===== src/design/pcie_chan_pkg.sv =====
`default_nettype none

package pcie_chan_pkg;

  // Word and sideband widths
  localparam int WORD_W    = 32;
  localparam int KEEP_W    = 4;
  localparam int COUNT_W   = 24;
  localparam int BAR_HIT_W = 7;

  // BAR decode and configuration space layout
  localparam int NUM_BARS     = 6;
  localparam int BAR_CTRL_BIT = 0;
  localparam int BAR_DATA_BIT = 1;
  localparam int CFG_ADDR_W   = 10;
  localparam logic [CFG_ADDR_W-1:0] CFG_BAR0_DWADDR = 10'd4;

  typedef struct packed {
    logic [WORD_W-1:0] data;
    logic [KEEP_W-1:0] keep;
    logic              last;
  } pcie_beat_t;

  // Ping-pong FIFO write side
  typedef struct packed {
    logic [1:0]        activate;
    logic              strobe;
    logic [WORD_W-1:0] data;
  } ppfifo_wr_req_t;

  typedef struct packed {
    logic [1:0]         ready;
    logic [COUNT_W-1:0] size;
  } ppfifo_wr_stat_t;

  // Ping-pong FIFO read side
  typedef struct packed {
    logic activate;
    logic strobe;
  } ppfifo_rd_req_t;

  typedef struct packed {
    logic               ready;
    logic [COUNT_W-1:0] count;
    logic [WORD_W-1:0]  data;
  } ppfifo_rd_stat_t;

  typedef logic [NUM_BARS-1:0][WORD_W-1:0] bar_addr_t;

endpackage

`default_nettype wire


===== src/design/ppfifo_to_stream.sv =====
`timescale 1ns/1ps
`default_nettype none

module ppfifo_to_stream
  import pcie_chan_pkg::*;
(
  input  logic            clk,
  input  logic            i_rst_n,
  output ppfifo_rd_req_t  o_rd,
  input  ppfifo_rd_stat_t i_rd,
  output logic            o_valid,
  output pcie_beat_t      o_beat,
  input  logic            i_ready
);

  typedef enum logic [1:0] {
    ST_IDLE,
    ST_LATCH,
    ST_CHECK,
    ST_STREAM
  } state_t;

  state_t             state;
  logic               rd_act;
  logic [COUNT_W-1:0] word_total;
  logic [COUNT_W-1:0] word_idx;
  logic               last_word;
  logic               fire;

  assign o_valid   = (state == ST_STREAM);
  assign fire      = o_valid && i_ready;
  assign last_word = (word_idx == (word_total - 1'b1));

  // Read data is already the current word while the bank is held
  assign o_beat.data = i_rd.data;
  assign o_beat.keep = '1;
  assign o_beat.last = last_word;

  assign o_rd.activate = rd_act;
  assign o_rd.strobe   = fire;

  always_ff @(posedge clk or negedge i_rst_n) begin
    if (!i_rst_n) begin
      state      <= ST_IDLE;
      rd_act     <= 1'b0;
      word_total <= '0;
      word_idx   <= '0;
    end else begin
      case (state)
        ST_IDLE: begin
          if (i_rd.ready) begin
            rd_act <= 1'b1;
            state  <= ST_LATCH;
          end
        end
        ST_LATCH: begin
          word_total <= i_rd.count;
          word_idx   <= '0;
          state      <= ST_CHECK;
        end
        ST_CHECK: begin
          // Nothing to send, hand the bank straight back
          if (word_total == '0) begin
            rd_act <= 1'b0;
            state  <= ST_IDLE;
          end else begin
            state <= ST_STREAM;
          end
        end
        default: begin
          if (fire) begin
            word_idx <= word_idx + 1'b1;
            if (last_word) begin
              rd_act <= 1'b0;
              state  <= ST_IDLE;
            end
          end
        end
      endcase
    end
  end

endmodule

`default_nettype wire


===== config.mk =====
export PLATFORM = sky130hd
export DESIGN_NAME = ppfifo_to_stream
export DESIGN_NICKNAME = d
export VERILOG_FILES = /design/src/design/pcie_chan_pkg.sv /design/src/design/ppfifo_to_stream.sv
export SDC_FILE = /design/constraint.sdc
export NUM_CORES = 1
export LEC_CHECK = 0
export BUFFER_PORTS_ARGS = -buffer_cell sky130_fd_sc_hd__buf_2
export CAP_MARGIN = 20
export CORE_UTILIZATION = 45
export DETAILED_ROUTE_END_ITERATION = 7
export PLACE_DENSITY_LB_ADDON = 0.3
export SYNTH_ARGS = -nofsm -noshare
export SYNTH_HDL_FRONTEND = slang
export SYNTH_SLANG_ARGS = --single-unit
export TNS_END_PERCENT = 20

===== constraint.sdc =====
create_clock -name clk -period 3 [get_ports clk]
set_input_delay 0.15 -clock clk [delete_from_list [all_inputs] [get_ports clk]]
set_output_delay 0.15 -clock clk [all_outputs]
set_load 0.03 [all_outputs]

==> metrics <==
outcome=completed; Die Y=90.83 µm; 1st-pass router iterations=5; DP HPWL=5997 µm; Fin Clk Skew=0.005113 ns; worst reg2reg path depth=8; Final Hold Fails=0; Worst setup EP type=primary output; Slowest-stage cell, CP=dfrtp_2; GRT Residual Overflow=0; first-pass GRT wire length=13800 µm; setup tns final=0 ns; Cell Area, Synth=3551 µm²; row count=32; Distinct cells, synth=53; sequential share of the synthesized area=35.94%; RSZ-0062 raised after global routing=false; vias per std cell=5.750; routed wire length=8068 µm; Cells after Synth=394; antenna viol nets, final=0; CTS Buf Count=5; Port Buf Inserts=31; max-slew violations=0; total number of vias=2881; Final min period=2.901 ns; Reg clk slew, reported paths=0.09 ns; Hold Path Class=primary input to flip-flop; initial antenna violation count=0; core area=7687 µm²; syn avg cell area=9.012 µm²; Root Driver=clkbuf_8; clock buffer depth=2; WS Path Type=flip-flop to primary output; PwrDens=364.8 nW/µm²; commonest non-fill, non-tap cell in the layout=dfrtp_1; flops & latches, synth=51; diode count=0; drt wl/cell=16.10 µm; WP data required=2.85 ns; critical path's largest stage delay=0.48 ns; post-route cell area=3745 µm²; commonest non-fill, non-tap cells in the layout=dfrtp_1 (48), o21ai_0 (34), nor2_1 (32); Leak=0.001680 µW; pin count of the biggest net entering global routing=31; H-Tree Depth=2; clk sinks=51; First DRT Iteration DRCs=175; io pins=100; Max-slew headroom=53.84%; final setup vio count=0; gr usage total=20.71%; fin crit share=96.69%; Die W=90.83 µm; layout cells sized above 1=23.81%; Worst VDD drop=0.2426 mV; cell-by-cell trace of the critical path=nor4_4 > nand4_1 > nor3_1 > mux2_2 > a2111oi_4 > and4_1 > buf_6; WP data arrival=2.75 ns; GP Congestion=0.8390; DP Area=3531 µm²; initial core utilization=46.19%; CTS tree=built; Synth warnings=0; nets=460; Hold Path Cell Cnt=3; vias in the first global route=2764; max frequency=344.7 MHz; worst-path fanout max=8; DIE AREA=8250 µm²; Synth-to-Final Area Change=5.462%; # Max-Cap Violations=0; Slew @ Worst Pin=0.6924 ns; Startpoint Class=flip-flop; DRC violations left=0; Clock Latency Late Sink=0.31 ns
area by class of cell:
class	count	area [µm²]
Inverter	9	33.78
Clock buffer	7	86.33
Clock inverter	1	8.758
Tap cell	102	127.6
Timing Repair Buffer	49	299.0
Sequential cell	51	1280
Multi-Input combinational cell	282	1909
Fill cell	775	3943
sequential cells by signal, summed over array words and instances (netlist names):
name and cells:
state 2, rd_act 1, word_total 24, word_idx 24
cell families after synthesis:
kind of cell | count (synthesis) | synth area share [%]
other cells | 1 | 0.1056
compound gates | 82 | 14.83
fa+ha+maj | 2 | 0.7046
simple gates | 136 | 20.82
buf+inv | 64 | 11.56
xor+xnor | 32 | 7.893
mux | 26 | 8.140
flops | 51 | 35.94
synth_stat cells, drive strengths merged:
library cell | number | area share (%)
buf | 44 | 9.4
conb | 1 | 0.11
a2111oi | 2 | 1.0
o31a | 1 | 0.25
o22ai | 2 | 0.35
o2111ai | 1 | 0.25
o211ai | 3 | 0.63
a22o | 2 | 0.49
nand3 | 16 | 2.3
nand4 | 7 | 1.2
and4b | 1 | 0.28
nand2b | 4 | 0.70
and4 | 3 | 0.81
nand3b | 2 | 0.42
a2bb2oi | 1 | 0.25
ha | 2 | 0.70
a21oi | 11 | 1.6
a21o | 2 | 0.42
nor2 | 33 | 3.5
nand2 | 31 | 3.3
nor3 | 8 | 1.1
o31ai | 8 | 1.7
o21ai | 36 | 5.2
xnor2 | 21 | 5.2
or3 | 3 | 0.53
nor4 | 8 | 2.6
dfrtp | 51 | 36
and2 | 5 | 0.88
and3 | 8 | 1.4
inv | 8 | 0.85
mux2i | 3 | 0.85
xor2 | 11 | 2.7
a31oi | 7 | 1.2
clkinv | 1 | 0.11
and2b | 1 | 0.25
nor3b | 2 | 0.56
and3b | 1 | 0.25
or4 | 3 | 0.74
mux2 | 23 | 7.3
o41ai | 3 | 0.74
clkbuf | 11 | 1.2
a311oi | 2 | 0.49
a41o | 1 | 0.28
final timing paths:
check	slack, ns	startpoint	to
worst max-delay path	0.1	word_total[5]	o_beat[0]
worst min-delay path	0.04	i_rd[51]	word_total[19]
worst max register to register	0.43	word_total[5]	rd_act
worst min register to register	0.51	word_idx[23]	word_idx[23]
max in group asynchronous	1.80	i_rst_n	word_total[0]
min in group asynchronous	0.41	i_rst_n	word_idx[10]
power by group:
part	total [µW]	switching (µW)	internal (µW)	leakage, µW
Combinational	173	97.4	75.2	0.000964
Sequential	765	54.7	711	0.000667
Clock	428	238	190	0.0000484
per-stage QoR:
step           setup WS, ns  hold WS (ns)  std cells  total power, µW  utilization [%]
2_1_floorplan        0.6256       -0.1456        397            958.6                -
3_3_place_gp         0.4030        0.2413        483            945.5            45.93
3_5_place_dp         0.2747        0.2449        483            948.6            45.93
4_1_cts             0.05159       0.04135        493             1380            47.48
5_1_grt            0.007307       0.05866        501             1427            48.71
6_report            0.09932       0.04442        501             1366            48.71
metal layers:
metal  track usage [%]  share of wire (%)
met2             32.70                 47
met1             29.00                 47
met5                 0                  0
met4             6.614                1.1
met3             3.283                5.2
worst max-delay path: cells and delay by family, from the launching register on:
family	cells	cell delay (ns)
compound gates	1	0.32
buf+inv	1	0.14
flops	1	0.48
simple gates	4	1.11
mux	1	0.39
repair_timing:
| action | CTS | global route |
|---|---|---|
| setup endpoints to repair | 1 | 1 |
| setup buffers | 1 | 8 |
| pin swaps | 0 | 6 |
| hold buffers | 1 | 0 |
| hold endpoints to repair | 29 | 0 |
| resized for setup | 1 | 11 |
No activity file was read; power rests on OpenSTA's default activity.
