--- config.mk ---
export PLATFORM = sky130hd
export DESIGN_NAME = bar_router
export DESIGN_NICKNAME = d
export VERILOG_FILES = /design/src/design/pcie_chan_pkg.sv /design/src/design/bar_router.sv
export SDC_FILE = /design/constraint.sdc
export NUM_CORES = 1
export LEC_CHECK = 0
export BUFFER_PORTS_ARGS = -buffer_cell sky130_fd_sc_hd__buf_2
export CAP_MARGIN = 40
export CORE_AREA = 5 5 77 79
export DETAILED_ROUTE_END_ITERATION = 12
export DIE_AREA = 0 0 82 84
export PLACE_DENSITY = 0.68
export SYNTH_ARGS = -nofsm -noshare
export SYNTH_HDL_FRONTEND = slang
export SYNTH_SLANG_ARGS = --single-unit
--- constraint.sdc ---
create_clock -name clk -period 1.5 [get_ports clk]
set_clock_uncertainty 0.15 [all_clocks]
set_input_delay 0.15 -clock clk [delete_from_list [all_inputs] [get_ports clk]]
set_output_delay 0.15 -clock clk [all_outputs]
set_load 0.02 [all_outputs]
--- src/design/pcie_chan_pkg.sv ---
`default_nettype none

package pcie_chan_pkg;

  // Word and sideband widths
  localparam int WORD_W    = 32;
  localparam int KEEP_W    = 4;
  localparam int COUNT_W   = 24;
  localparam int BAR_HIT_W = 7;

  // BAR decode and configuration space layout
  localparam int NUM_BARS     = 6;
  localparam int BAR_CTRL_BIT = 0;
  localparam int BAR_DATA_BIT = 1;
  localparam int CFG_ADDR_W   = 10;
  localparam logic [CFG_ADDR_W-1:0] CFG_BAR0_DWADDR = 10'd4;

  typedef struct packed {
    logic [WORD_W-1:0] data;
    logic [KEEP_W-1:0] keep;
    logic              last;
  } pcie_beat_t;

  // Ping-pong FIFO write side
  typedef struct packed {
    logic [1:0]        activate;
    logic              strobe;
    logic [WORD_W-1:0] data;
  } ppfifo_wr_req_t;

  typedef struct packed {
    logic [1:0]         ready;
    logic [COUNT_W-1:0] size;
  } ppfifo_wr_stat_t;

  // Ping-pong FIFO read side
  typedef struct packed {
    logic activate;
    logic strobe;
  } ppfifo_rd_req_t;

  typedef struct packed {
    logic               ready;
    logic [COUNT_W-1:0] count;
    logic [WORD_W-1:0]  data;
  } ppfifo_rd_stat_t;

  typedef logic [NUM_BARS-1:0][WORD_W-1:0] bar_addr_t;

endpackage

`default_nettype wire

--- src/design/bar_router.sv ---
`timescale 1ns/1ps
`default_nettype none

module bar_router
  import pcie_chan_pkg::*;
(
  input  logic                 i_rx_valid,
  input  pcie_beat_t           i_rx_beat,
  input  logic [BAR_HIT_W-1:0] i_rx_bar_hit,
  output logic                 o_rx_ready,
  output logic                 o_ctrl_valid,
  output logic                 o_data_valid,
  output pcie_beat_t           o_rx_fwd_beat,
  input  logic                 i_ctrl_ready,
  input  logic                 i_data_ready,
  input  logic                 i_ctrl_eg_valid,
  input  pcie_beat_t           i_ctrl_eg_beat,
  output logic                 o_ctrl_eg_ready,
  input  logic                 i_data_eg_valid,
  input  pcie_beat_t           i_data_eg_beat,
  output logic                 o_data_eg_ready,
  output logic                 o_tx_valid,
  output pcie_beat_t           o_tx_beat,
  input  logic                 i_tx_ready,
  input  logic                 clk,
  input  logic                 i_rst_n
);

  logic ctrl_hit;
  logic data_hit;
  logic pkt_open;
  logic grant_data;
  logic sel_data;

  // Control BAR takes priority if both bits are set
  assign ctrl_hit = i_rx_bar_hit[BAR_CTRL_BIT];
  assign data_hit = !ctrl_hit && i_rx_bar_hit[BAR_DATA_BIT];

  assign o_ctrl_valid  = i_rx_valid && ctrl_hit;
  assign o_data_valid  = i_rx_valid && data_hit;
  assign o_rx_fwd_beat = i_rx_beat;

  // Unmapped beats are swallowed
  assign o_rx_ready = ctrl_hit ? i_ctrl_ready : (data_hit ? i_data_ready : 1'b1);

  // Control first at a packet boundary, then locked until last
  assign sel_data = pkt_open ? grant_data : !i_ctrl_eg_valid;

  assign o_tx_valid      = sel_data ? i_data_eg_valid : i_ctrl_eg_valid;
  assign o_tx_beat       = sel_data ? i_data_eg_beat : i_ctrl_eg_beat;
  assign o_ctrl_eg_ready = !sel_data && i_tx_ready;
  assign o_data_eg_ready = sel_data && i_tx_ready;

  // Lock as soon as a beat is presented so tx valid stays stable
  always_ff @(posedge clk or negedge i_rst_n) begin
    if (!i_rst_n) begin
      pkt_open   <= 1'b0;
      grant_data <= 1'b0;
    end else if (o_tx_valid && i_tx_ready && o_tx_beat.last) begin
      pkt_open <= 1'b0;
    end else if (o_tx_valid) begin
      pkt_open   <= 1'b1;
      grant_data <= sel_data;
    end
  end

endmodule

`default_nettype wire

==> results.md <==
- Status: complete, but fails checks
- Failing checks: setup timing
- Flops & latches, synth: 2
- Fin area: 1664 um^2
- Via count: 1033
- Critical path startpoint: pkt_open
- CP endpoint kind: output port
- TritonCTS clock tree: built
- Setup TNS: -12.78 ns
- Layout cells sized above 1: 0.8945
- First-pass GRT wire length: 4767 um
- Clock buffer depth: 2
- Syn nets: 227
- Library cells used by synthesis: 20
- Vias per inst: 3.812
- Crit path time final: 1.869 ns
- Kind of critical path: reg2out
- WL final: 3630 um
- Dpl hpwl: 2868 um
- Vias in the first global route: 1046
- RSZ-0062 raised after global routing: true
- Pin count of the biggest net entering global routing: 28
- Critical-path maximum fanout: 27
- P&R area growth vs syn: 81.94%
- Worst-path clk slew: 0.03 ns
- Worst Path Arrival: 1.57 ns
- VDD IR max: 538.9 uV
- Total CTS buffers: 3
- Fin nets: 326
- CTS Sinks: 2
- Vert. Die Dim: 84 um
- Setup ws final: -0.3690 ns
- Diode count: 0
- Mapped Cells: 101
- Antenna Nets Post-Route: 0
- Leakage power: 0.8809 nW
- Gr ovfl total: 0
- Remaining DRCs: 0
- Data required time at the worst endpoint: 1.20 ns
- Util after Layout: 0.3158
- Max-slew violation total from the final report: 0
- # IOs: 206
- Tot Pwr: 1.030 mW
- DR iter-0 viols: 15
- Worst Reg-to-Reg Cells: 3
- Die area: 6888 um^2
- Die Width: 82 um
- R2r setup slk: 0.27 ns
- Max-cap violations: 0
- Core Region: 5270 um^2
- Gr usage total: 0.08735
- CP startpoint kind: register
- Syn Area/Cell: 9.056 um^2
- HP Class: in2async
- Final setup vio count: 39
- Root buf cell: clkbuf_8
- Drt first pass iters: 3
- Least-Margin Pin Slew: 0.1877 ns
- RePlAce Congestion: 0.7636
- Row cnt: 27
- DR WL/cell: 13.39 um
- Post-synthesis cell area: 914.6 um^2
- Sequential share of the synthesized area: 0.05472
- Endpoints failing hold: 0
- Critical R2R Launch: pkt_open
- Worst R2R End: pkt_open
- Initial antenna violation count: 0
- Initial Utilization: 0.1736
- Max Freq: 535.0 MHz
- Worst-Skew Late Latency: 0.21 ns
- End of the critical path: o_tx_beat[14]
- H-tree levels: 1
- Max_slew headroom: 0.8744
- Warnings from Yosys: 0
- Tcrit/Tclk final: 1.246
- I/O Buffers: 126
- DP Area: 1391 um^2
- Power Density: 619.1 nW/um^2
## final cells by class
type	instances	area, um^2
tap	72	90.09
multi-input combinational	57	601.8
timing repair buffer	135	872.1
clock buffer	4	45.04
fill	552	3606
sequential	2	51.30
inverter	1	3.754
## cells by family after synthesis
| logic type | Yosys count | synth area share |
|---|---|---|
| multiplexers | 37 | 0.4555 |
| flip-flops | 2 | 0.05472 |
| buffers and inverters | 42 | 0.3570 |
| AND/OR/NAND/NOR | 11 | 0.06568 |
| AO/OA/AOI/OAI | 9 | 0.06703 |
## through the flow
step           cells  setup slack, ns  hold slack, ns
5_1_grt          271          -0.4110          0.1221
3_5_place_dp     264          -0.1634         -0.2133
2_1_floorplan    101          0.01212         -0.2956
3_3_place_gp     264          -0.1463         -0.2144
6_report         271          -0.3690          0.1073
4_1_cts          271          -0.3834         0.09616
## per-layer routing
layer	vias to the layer above	routed length [um]	share of wire	GRT usage
met5	-	0	0	0
met1	457	1251	0.34	0.08419
met4	0	18	0.0050	0.02719
met2	63	1978	0.54	0.1712
li1	507	-	-	-
met3	6	381	0.10	0.02376
## timing repair
| action | in CTS | in global routing |
|---|---|---|
| hold buffers | 1 | 0 |
| resized for setup | 29 | 25 |
| gates cloned | 1 | 0 |
| endpoints found under the setup margin | 39 | 40 |
| hold endpoints to repair | 2 | 0 |
| buffers inserted | 1 | 0 |
## cells in the mapped netlist
library cell  instances  area (um^2)
nand2_2               1        6.260
o21ai_0               1        5.000
inv_1                 1        3.750
a31oi_1               1        6.260
a2bb2oi_1             1        8.760
nand2_1               1        3.750
nor2_1                3        11.26
a21bo_2               1        10.01
and3_1                1        6.260
dfrtp_1               2        50.05
nor2b_1               1        6.260
mux2_2               31        349.1
o21ai_2               1        8.760
and2_1                3        18.77
mux2_1                6        67.56
nor3b_1               1        7.510
o21bai_1              1        7.510
a21oi_1               3        15.01
buf_6                 4        45.04
buf_4                37        277.8
## report_power, final
group          leakage [nW]  switching (mW)  internal (mW)
sequential           0.0229         0.00412         0.0586
combinational         0.835           0.336          0.406
clock                0.0228          0.0449          0.180
total                 0.881           0.385          0.645
## cell usage in the layout, fill, tap and decap left out, types with 3 or more instances in the layout
master / instances
nor2_1: 3
mux2_2: 22
buf_2: 103
buf_4: 12
and2_1: 3
buf_12: 3
mux2_4: 15
buf_6: 15
a21oi_1: 3
clkbuf_8: 3
## worst min-delay path by stage
stage,endpoint,depth (start not counted)
global placement,grant_data,1
global route,pkt_open,2
CTS,pkt_open,2
floorplan,grant_data,0
finish,pkt_open,2
detailed placement,grant_data,1
## worst max-delay path: stages, from the launching register on
cell,delay [ns]
dfrtp_2,0.42
o21ai_4,0.19
buf_12,0.21
mux2_2,0.35
buf_2,0.16
## flip-flops by register name, summed over array words and instances, names as in the netlist
register and flops:
grant_data 1, pkt_open 1
(Power assumes the default switching activity.)
