===== config.mk =====
export PLATFORM = sky130hd
export DESIGN_NAME = stream_to_ppfifo
export DESIGN_NICKNAME = d
export VERILOG_FILES = /design/src/design/pcie_chan_pkg.sv /design/src/design/stream_to_ppfifo.sv
export SDC_FILE = /design/constraint.sdc
export NUM_CORES = 1
export LEC_CHECK = 0
export ABC_AREA = 1
export BUFFER_PORTS_ARGS = -buffer_cell sky130_fd_sc_hd__buf_2
export CORE_MARGIN = 5
export CORE_UTILIZATION = 25
export CTS_CLUSTER_DIAMETER = 40
export CTS_CLUSTER_SIZE = 12
export DETAILED_ROUTE_END_ITERATION = 6
export PLACE_DENSITY_LB_ADDON = 0.1
export SYNTH_ARGS = -nofsm -noshare
export SYNTH_HDL_FRONTEND = slang
export SYNTH_SLANG_ARGS = --single-unit

===== constraint.sdc =====
create_clock -name clk -period 5.5 [get_ports clk]
set_input_delay 0.825 -clock clk [delete_from_list [all_inputs] [get_ports clk]]
set_output_delay 0.825 -clock clk [all_outputs]
set_load 0.05 [all_outputs]

===== src/design/pcie_chan_pkg.sv =====
`default_nettype none

package pcie_chan_pkg;

  // Word and sideband widths
  localparam int WORD_W    = 32;
  localparam int KEEP_W    = 4;
  localparam int COUNT_W   = 24;
  localparam int BAR_HIT_W = 7;

  // BAR decode and configuration space layout
  localparam int NUM_BARS     = 6;
  localparam int BAR_CTRL_BIT = 0;
  localparam int BAR_DATA_BIT = 1;
  localparam int CFG_ADDR_W   = 10;
  localparam logic [CFG_ADDR_W-1:0] CFG_BAR0_DWADDR = 10'd4;

  typedef struct packed {
    logic [WORD_W-1:0] data;
    logic [KEEP_W-1:0] keep;
    logic              last;
  } pcie_beat_t;

  // Ping-pong FIFO write side
  typedef struct packed {
    logic [1:0]        activate;
    logic              strobe;
    logic [WORD_W-1:0] data;
  } ppfifo_wr_req_t;

  typedef struct packed {
    logic [1:0]         ready;
    logic [COUNT_W-1:0] size;
  } ppfifo_wr_stat_t;

  // Ping-pong FIFO read side
  typedef struct packed {
    logic activate;
    logic strobe;
  } ppfifo_rd_req_t;

  typedef struct packed {
    logic               ready;
    logic [COUNT_W-1:0] count;
    logic [WORD_W-1:0]  data;
  } ppfifo_rd_stat_t;

  typedef logic [NUM_BARS-1:0][WORD_W-1:0] bar_addr_t;

endpackage

`default_nettype wire


===== src/design/stream_to_ppfifo.sv =====
`timescale 1ns/1ps
`default_nettype none

module stream_to_ppfifo
  import pcie_chan_pkg::*;
(
  input  logic            clk,
  input  logic            i_rst_n,
  input  logic            i_valid,
  input  pcie_beat_t      i_beat,
  output logic            o_ready,
  output ppfifo_wr_req_t  o_wr,
  input  ppfifo_wr_stat_t i_wr
);

  logic [1:0]         bank_act;
  logic [COUNT_W-1:0] word_cnt;
  logic               accept;
  logic               close;

  // Beats flow only into an active bank
  assign o_ready = |bank_act;
  assign accept  = i_valid && o_ready;

  // End of packet or bank full
  assign close = accept && (i_beat.last || ((word_cnt + 1'b1) >= i_wr.size));

  assign o_wr.activate = bank_act;
  assign o_wr.strobe   = accept;
  assign o_wr.data     = i_beat.data;

  always_ff @(posedge clk or negedge i_rst_n) begin
    if (!i_rst_n) begin
      bank_act <= '0;
      word_cnt <= '0;
    end else if (bank_act == 2'b00) begin
      word_cnt <= '0;
      // Prefer bank 0 when both are free
      if (i_wr.ready[0]) begin
        bank_act <= 2'b01;
      end else if (i_wr.ready[1]) begin
        bank_act <= 2'b10;
      end
    end else if (close) begin
      bank_act <= '0;
    end else if (accept) begin
      word_cnt <= word_cnt + 1'b1;
    end
  end

endmodule

`default_nettype wire


==> impl_results.md <==
* Status: completed
* Synth Cell Area at between 0.002 and 0.003 mm^2
* Max VDD drop at between 0.2 and 0.25 mV
* Vias in the first global route at ~2,300
* Max Fclk at just under 300 MHz
* Share of cells above drive strength 1 at 0.144
* CTS root buf: clkbuf_8
* Final Skew at between 2 and 2.5 ps
* Nets@finish at about 500
* Tot GR Track Use at 0.106
* Static leakage at ~1.6 nW
* Initial Util at 0.257
* Worst hold path class: reg -> reg
* First-pass GRT wire length at 11,100 um
* CP peak stage delay at between 500 and 600 ps
* Die area at about 0.013 mm^2
* Grt ovf at 0
* Yosys top cell by area: dfrtp_1
* Synthesis-to-layout area growth at 3.70%
* Final Cell Area at between 0.002 and 0.003 mm^2
* Most common cell on crit path: nand2_1
* Pin slew with the least headroom to its limit at ~640 ps
* Pre-CTS setup slack at 2100 ps
* Main combinational cell family by area after synthesis: simple AND/OR/NAND/NOR gates
* Total routed wirelength at between 6000 and 7000 um
* Worst Setup SP: word_cnt[0]$_DFFE_PN0P_
* Drt pass-1 iters at 4
* FF-to-FF Start: word_cnt[0]$_DFFE_PN0P_
* Crit-path cells: ha_1, nand2_1, nor2_2, nand2_2, nor2_2, nand2_2, xnor2_2, ha_1, nand4_1, inv_1, nand2_1, nand2_1, a21oi_1, nand3_2, nand3_1, nand2_1
* Crit path arrival time at 3570 ps
* Critical Path Sink: word_cnt[7]$_DFFE_PN0P_
* DR vias at 2,278
* Critical Path RT at around 5700 ps
* Die Wd at around 110 um
* Post-DP HPWL at about 5100 um
* Core area at around 0.010 mm^2
* Area contributors post-synth: dfrtp_1 (24%), nand2_1 (15%), ha_1 (12%)
* Max Slew Vio Count at 0
* Yosys Warn Count at 0
* # DRC at 0
* Power Total at between 500 and 600 uW
* Critical path type: reg -> reg
* Final period utilization at 0.619
* Placer Congestion at 0.783
* Hold Vio Cnt, Final at 0
* Fin Hold WS at around 500 ps
* Mapped Cells at about 400
* Die H at between 100 and 150 um
* Pwr dens at 211 mW/mm^2
* Pin count of the biggest net entering global routing at 28
* Netlist cell types at 24
* RSZ-0062 raised after global routing: false
* Mux cell area share after synthesis at 0
* Starting DRC count in detailed routing at between 80 and 90
* Post-synthesis area per instance at approximately 6.7 um^2
* Detail Route Antenna Nets at 0
* Hold buffer count at cts at 0
* H-tree levels at 1
* Finish-stage setup viols at 0
* Startpoint Class: register
* CP endpoint kind: register
* CTS sink count at 26
* Io pins at 102
* Postcts setup bufs at 0
* DR WL/cell at 12.4 um
* Clock transition at path regs at about 100 ps
* Top cell type's share of synthesized area at 0.244
* Worst reg2reg path depth at 16
* Final WS setup at approximately 2100 ps
* Initial antenna violation count at 0
* Syn_nets at 489
* # resized after CTS at 0
* Cell type of the slowest stage on the worst timing path: dfrtp_1
* Internal reg-to-reg setup slack at about 2100 ps
* Synth Area in Simple Gates at 0.360
* Post-Synth XOR/XNOR Area at 0.0651
* Worst-skew pair later-pin latency at approximately 270 ps
* CTS tree: yes
* Min cycle time layout at around 3400 ps
* Compound-Gate Fraction of Synth Area at 0.0244
* Vias per inst at about 4.3
* Reg2reg end: word_cnt[7]$_DFFE_PN0P_
* Post-Place Cell Area at roughly 0.0027 mm^2
* Post-synthesis sequential area ratio at 0.244
* TNS Setup at 0 ps
* Diode count at 0
* Max cap viols at 0
* FF+latch count, synth at 26
* IO Port Bufs at 33
* CTS Buffer Depth at 2
* Fill cells at between 1,000 and 1,500
* CTS Buf Count at 3
* Adder-cell share of the synthesized area at 0.117
* Slew Limit Headroom at 0.576
* Row count at 37
* Worst-path fanout max at 24
[area by class of cell]
class                           instances  area [um^2]  area share
Tap cell                              136          170      0.0615
Multi-Input combinational cell        274         1510       0.546
Clock buffer                            3         41.3      0.0149
Inverter                               57          214      0.0773
Timing Repair Buffer                   35          180      0.0651
Sequential cell                        26          651       0.235
[worst max-delay path, delay by kind of cell, from the launching register on]
kind,cells,cell delay (ps)
xor gates and xnor gates,1,180
and+or+nand+nor,11,1760
AOI/OAI and AO/OA,1,200
adders and majority gates,2,580
DFF,1,530
buffers and inverters,1,50
[worst min path at each step]
stage,start,to,slack (ps),depth (start not counted)
floorplan,word_cnt[23]$_DFFE_PN0P_,word_cnt[23]$_DFFE_PN0P_,490,2
global placement,bank_act[0]$_DFFE_PN0P_,bank_act[0]$_DFFE_PN0P_,480,2
detailed placement,bank_act[0]$_DFFE_PN0P_,bank_act[0]$_DFFE_PN0P_,490,2
CTS,bank_act[0]$_DFFE_PN0P_,bank_act[0]$_DFFE_PN0P_,510,2
global route,bank_act[0]$_DFFE_PN0P_,bank_act[0]$_DFFE_PN0P_,530,2
finish,bank_act[0]$_DFFE_PN0P_,bank_act[0]$_DFFE_PN0P_,500,2
[stage by stage]
step	cells	utilization
after global routing	531	0.267
after global placement	528	0.263
final	531	0.267
after floorplan	398	-
after CTS	531	0.267
after detailed placement	528	0.263
[cells in the mapped netlist (all sizes together)]
| library cell | count |
|---|---|
| a21oi | 9 |
| nor3 | 2 |
| ha | 25 |
| nand4 | 4 |
| dfrtp | 26 |
| clkinv | 2 |
| nand2 | 114 |
| o21ai | 1 |
| xnor2 | 7 |
| clkbuf | 4 |
| o21bai | 1 |
| inv | 55 |
| nand3 | 53 |
| buf | 37 |
| xor2 | 12 |
| nand3b | 1 |
| nor2 | 44 |
| a21o | 1 |
[state kept, by name, indices dropped and copies added (netlist names)]
name,cells
bank_act,2
word_cnt,24
[placed cells by master, fill, tap and decap left out, types with 4 or more instances in the layout]
cell	instances
nand2_1	109
inv_1	52
nand2_2	5
a21oi_1	9
xor2_1	12
nand3_1	52
ha_1	25
nor2_2	4
buf_2	33
nor2_1	37
nand4_1	4
xnor2_1	6
dfrtp_1	26
[cells by family after synthesis]
kind of cell | after synthesis
fa+ha+maj | 25
buf+inv | 98
flops | 26
compound gates | 12
simple gates | 218
xor+xnor | 19
[where the power goes]
group	internal (mW)	switching (mW)	total, mW
logic	0.0628	0.180	0.243
registers	0.207	0.0208	0.227
clock network	0.0493	0.0651	0.114
total	0.319	0.266	0.585
[layer usage]
metal,up-vias,GRT usage,share of wire,wire [um]
li1,1197,-,-,-
met1,1033,0.140,0.49,3200
met2,38,0.184,0.47,3070
met3,10,0.0155,0.040,263
met4,0,0.0216,0.0085,56
met5,-,0,0,0
Note: power is estimated with default switching activity, not from simulation.
