--- src/design/pcie_chan_pkg.sv ---
`default_nettype none

package pcie_chan_pkg;

  // Word and sideband widths
  localparam int WORD_W    = 32;
  localparam int KEEP_W    = 4;
  localparam int COUNT_W   = 24;
  localparam int BAR_HIT_W = 7;

  // BAR decode and configuration space layout
  localparam int NUM_BARS     = 6;
  localparam int BAR_CTRL_BIT = 0;
  localparam int BAR_DATA_BIT = 1;
  localparam int CFG_ADDR_W   = 10;
  localparam logic [CFG_ADDR_W-1:0] CFG_BAR0_DWADDR = 10'd4;

  typedef struct packed {
    logic [WORD_W-1:0] data;
    logic [KEEP_W-1:0] keep;
    logic              last;
  } pcie_beat_t;

  // Ping-pong FIFO write side
  typedef struct packed {
    logic [1:0]        activate;
    logic              strobe;
    logic [WORD_W-1:0] data;
  } ppfifo_wr_req_t;

  typedef struct packed {
    logic [1:0]         ready;
    logic [COUNT_W-1:0] size;
  } ppfifo_wr_stat_t;

  // Ping-pong FIFO read side
  typedef struct packed {
    logic activate;
    logic strobe;
  } ppfifo_rd_req_t;

  typedef struct packed {
    logic               ready;
    logic [COUNT_W-1:0] count;
    logic [WORD_W-1:0]  data;
  } ppfifo_rd_stat_t;

  typedef logic [NUM_BARS-1:0][WORD_W-1:0] bar_addr_t;

endpackage

`default_nettype wire

--- src/design/bar_config_reader.sv ---
`timescale 1ns/1ps
`default_nettype none

module bar_config_reader
  import pcie_chan_pkg::*;
(
  input  logic                  clk,
  input  logic                  i_rst_n,
  input  logic                  i_read_bar_stb,
  output logic                  o_cfg_rd_en,
  output logic [CFG_ADDR_W-1:0] o_cfg_dwaddr,
  input  logic [WORD_W-1:0]     i_cfg_do,
  input  logic                  i_cfg_rd_wr_done,
  output bar_addr_t             o_bar_addr,
  output logic                  o_bar_busy
);

  localparam int IDX_W = $clog2(NUM_BARS);

  logic [IDX_W-1:0] bar_idx;

  // BAR n lives at dword BAR0 + n
  assign o_cfg_dwaddr = CFG_BAR0_DWADDR + CFG_ADDR_W'(bar_idx);

  always_ff @(posedge clk or negedge i_rst_n) begin
    if (!i_rst_n) begin
      bar_idx     <= '0;
      o_cfg_rd_en <= 1'b0;
      o_bar_busy  <= 1'b0;
      o_bar_addr  <= '0;
    end else begin
      o_cfg_rd_en <= 1'b0;
      if (!o_bar_busy) begin
        if (i_read_bar_stb) begin
          bar_idx     <= '0;
          o_bar_busy  <= 1'b1;
          o_cfg_rd_en <= 1'b1;
        end
      end else if (i_cfg_rd_wr_done && !o_cfg_rd_en) begin
        o_bar_addr[bar_idx] <= i_cfg_do;
        if (bar_idx == IDX_W'(NUM_BARS - 1)) begin
          o_bar_busy <= 1'b0;
        end else begin
          // Next dword goes out only after this one answered
          bar_idx     <= bar_idx + 1'b1;
          o_cfg_rd_en <= 1'b1;
        end
      end
    end
  end

endmodule

`default_nettype wire

--- config.mk ---
export PLATFORM = sky130hd
export DESIGN_NAME = bar_config_reader
export DESIGN_NICKNAME = d
export VERILOG_FILES = /design/src/design/pcie_chan_pkg.sv /design/src/design/bar_config_reader.sv
export SDC_FILE = /design/constraint.sdc
export NUM_CORES = 1
export LEC_CHECK = 0
export BUFFER_PORTS_ARGS = -buffer_cell sky130_fd_sc_hd__buf_2
export CORE_ASPECT_RATIO = 0.9
export CORE_MARGIN = 2
export CORE_UTILIZATION = 35
export DETAILED_ROUTE_END_ITERATION = 8
export HOLD_SLACK_MARGIN = 0.06
export SYNTH_ARGS = -nofsm -noshare
export SYNTH_HDL_FRONTEND = slang
export SYNTH_SLANG_ARGS = --single-unit
--- constraint.sdc ---
create_clock -name clk -period 3 [get_ports clk]
set_clock_uncertainty 0.05 [all_clocks]
set_input_delay 0.6 -clock clk [delete_from_list [all_inputs] [get_ports clk]]
set_output_delay 0.6 -clock clk [all_outputs]
set_load 0.02 [all_outputs]
==> run metrics <==
nets 726; Critical Path Fanout Max 32; post-route ant nets 0; Pre-Repair DR Iteration Count 4; Iter 0 DRT Violations 192; Crit path largest cell delay 0.58 ns; mux cell area share after synthesis 29.2%; synth cell count leaders dfrtp_1, mux2_2, buf_2; final hold viol count 0; Post-CTS Hold Fix Bufs 0; cell taking the most area after synthesis dfrtp_1; Avg WL per Cell 18.6 um; Pint 7.25 mW; GRT Total Usage 16.8%; post-route cell area 9590 um^2; initial antenna violation count 1; CTS Buf Count 17; FF-to-FF Start bar_idx[2]; max_slew headroom 55.5%; DRC 0; GRT Residual Overflow 0; synthesis-to-layout area growth 28.3%; Synth Area in Simple Gates 1.91%; routability congestion estimate 0.733; cells along the critical path inv_1 > nor4_4 > buf_4 > mux2_2; Post-CTS Resized 0; Yosys top cell area share 65.9%; Ys Warns 0; Slowest-stage cell, CP dfrtp_1; Seq pwr share 38.5%; height of the die 143 um; most frequent cell after synthesis dfrtp_1; Crit. End Element register; row cnt 50; H-tree lvl count 4; unrepaired setup endpoints after global routing no; Critical Path RT 3.25 ns; Finish-stage setup viols 0; Final Max Slew Viols 0; Net Switching 4.80 mW; Tightest Hold Check Type primary input to asynchronous set/reset pin; flop2flop setup slack 0.87 ns; post-DR vias/cell 4.65; starting density of the core 35.8%; Combinational Power Share 42.4%; largest net degree at the start of global routing 79; status finished, final reports clean; synthesized flop and latch total 197; critical path arrival 2.38 ns; die extent in x 158 um; Worst-path clk slew 0.08 ns; Reg-to-Reg End o_bar_addr[188]; FILL cells 1914; switching part of the total 39.8%; Reg area 4930 um^2; slew at the pin closest to its max-slew limit 0.668 ns; Core Area 20900 um^2; Setup CP Type register to register; Clk network pwr share 19.1%; main flop type after synthesis dfrtp_1; power density cells 1260 nW/um^2; Max Cap Violations 0; die area 22600 um^2; Syn Std Cell Area 7480 um^2; clock sink count 197; combined area of the multi-input logic cells 2400 um^2; setup_tns 0 ns; port bufs 233; post-synthesis adder-cell area fraction 0.335%; Synth area leaders dfrtp_1, mux2_2, mux2_1; compound-cell area share of the yosys netlist 0.318%; post-CTS setup buffer count 0; mean post-synth cell area 16.8 um^2; DR vias 4591; FFs w/ async S/R, synth 100%; # IOs 240; share of layout cells above drive strength 1 66.3%; Post-Place Cell Area 8990 um^2; Post-synth EDFFs 0; Setup crit start bar_idx[2]; startpoint types register; hpwl dp 12700 um; crit path buf inv count 2; fmax 0.470 GHz; CP endpoint o_bar_addr[188]; critical path depth 4; global-route wire length before repair 28400 um; maximum buffer depth of the clock tree 2; Post-Synthesis Cells 445; Leak 4.69 nW; delay-heaviest family, CP buffers and inverters; fin crit share 71.0%; worst vdd ir 0.552 mV; clk root buf clkbuf_16; vias in the first global route 4963; WL final 18300 um; register area share after synthesis 65.9%; Period minus WS final 2.13 ns; reg2reg path depth 4; main combinational cell family by area after synthesis multiplexers; Yosys cell types 21; CTS tree done; worst skew pair latency 0.42 ns; Synth Area in XOR/XNOR 0%
-- sequential cells by signal, indices dropped and copies added (netlist names) --
name	count
bar_idx	3
o_bar_addr	192
o_bar_busy	1
o_cfg_rd_en	1
-- layout make-up --
cell class | count | area share, %
Sequential cell | 197 | 51.4
Inverter | 3 | 0.117
Antenna cell | 1 | 0.0261
Clock inverter | 14 | 1.70
Timing Repair Buffer | 244 | 13.5
Clock buffer | 18 | 4.58
Multi-Input combinational cell | 225 | 25.0
Tap cell | 286 | 3.73
-- power groups by stage --
stage | sequential (mW) | clock, mW | combinational [mW]
final | 4.64 | 2.30 | 5.11
after global routing | 4.82 | 2.49 | 5.45
after CTS | 4.66 | 2.38 | 5.19
after detailed placement | 4.70 | 0 | 5.18
after global placement | 4.63 | 0 | 5.08
after floorplan | 6.23 | 0 | 1.65
-- metal layers --
metal / GRT usage [%] / wire, um / part of all wire [%] / up-vias
met5: 0 / 0 / 0 / -
met2: 27.6 / 8830 / 48 / 150
met4: 4.41 / 232 / 1.3 / 0
li1: - / - / - / 2057
met1: 20.7 / 7860 / 43 / 2367
met3: 6.40 / 1420 / 7.7 / 17
-- through the flow --
step | std cells | util [%] | hold WS (ns) | power [mW] | worst slack [ns]
3_3_place_gp | 955 | 43.0 | 0.412 | 9.72 | 0.751
3_5_place_dp | 955 | 43.0 | 0.433 | 9.88 | 0.713
2_1_floorplan | 450 | - | 0.254 | 7.88 | 1.08
4_1_cts | 987 | 45.9 | 0.171 | 12.2 | 0.860
5_1_grt | 987 | 45.9 | 0.193 | 12.8 | 0.802
6_report | 988 | 45.9 | 0.163 | 12.1 | 0.870
-- logic make-up (layout without fill, tap and decap cells) --
family,after synthesis,in the layout
other,1,7
adders and majority gates,2,2
muxes,194,194
AOI/OAI and AO/OA,4,4
DFF,197,197
buffers and inverters,28,279
and+or+nand+nor,19,19
-- worst reg2reg max path: stages, from the launching register on --
cell and delay, ns:
dfrtp_1 0.58, inv_1 0.18, nor4_4 0.27, buf_4 0.51
mux2_2 0.41
-- cell usage in the layout, fill, tap and decap left out --
| cell | instances |
|---|---|
| nand2_1 | 7 |
| bufinv_16 | 1 |
| a311oi_1 | 1 |
| dfrtp_1 | 197 |
| buf_2 | 232 |
| mux2_1 | 7 |
| mux2_2 | 185 |
| inv_6 | 2 |
| clkbuf_8 | 2 |
| nand4_1 | 3 |
| clkinv_4 | 2 |
| inv_1 | 2 |
| inv_2 | 1 |
| a21oi_1 | 2 |
| mux2i_1 | 2 |
| nand3_1 | 1 |
| clkinv_2 | 1 |
| diode_2 | 1 |
| buf_12 | 3 |
| ha_1 | 2 |
| buf_4 | 8 |
| clkinvlp_4 | 2 |
| nor4_4 | 3 |
| conb_1 | 6 |
| clkbuf_16 | 17 |
| clkinv_8 | 2 |
| nor2b_1 | 2 |
| inv_8 | 4 |
| o21ai_0 | 1 |
| nor2_1 | 1 |
| nand2b_1 | 2 |
-- how the worst min path moves through the flow --
stage,start,end,cells past startpoint
4_1_cts,i_rst_n,o_bar_addr[133],1
2_1_floorplan,i_rst_n,bar_idx[0],0
5_1_grt,i_rst_n,o_bar_addr[128],1
3_3_place_gp,o_bar_addr[119],o_bar_addr[119],1
3_5_place_dp,o_bar_addr[63],o_bar_addr[63],1
6_report,i_rst_n,o_bar_addr[27],1
No activity file was read; power rests on OpenSTA's default activity.
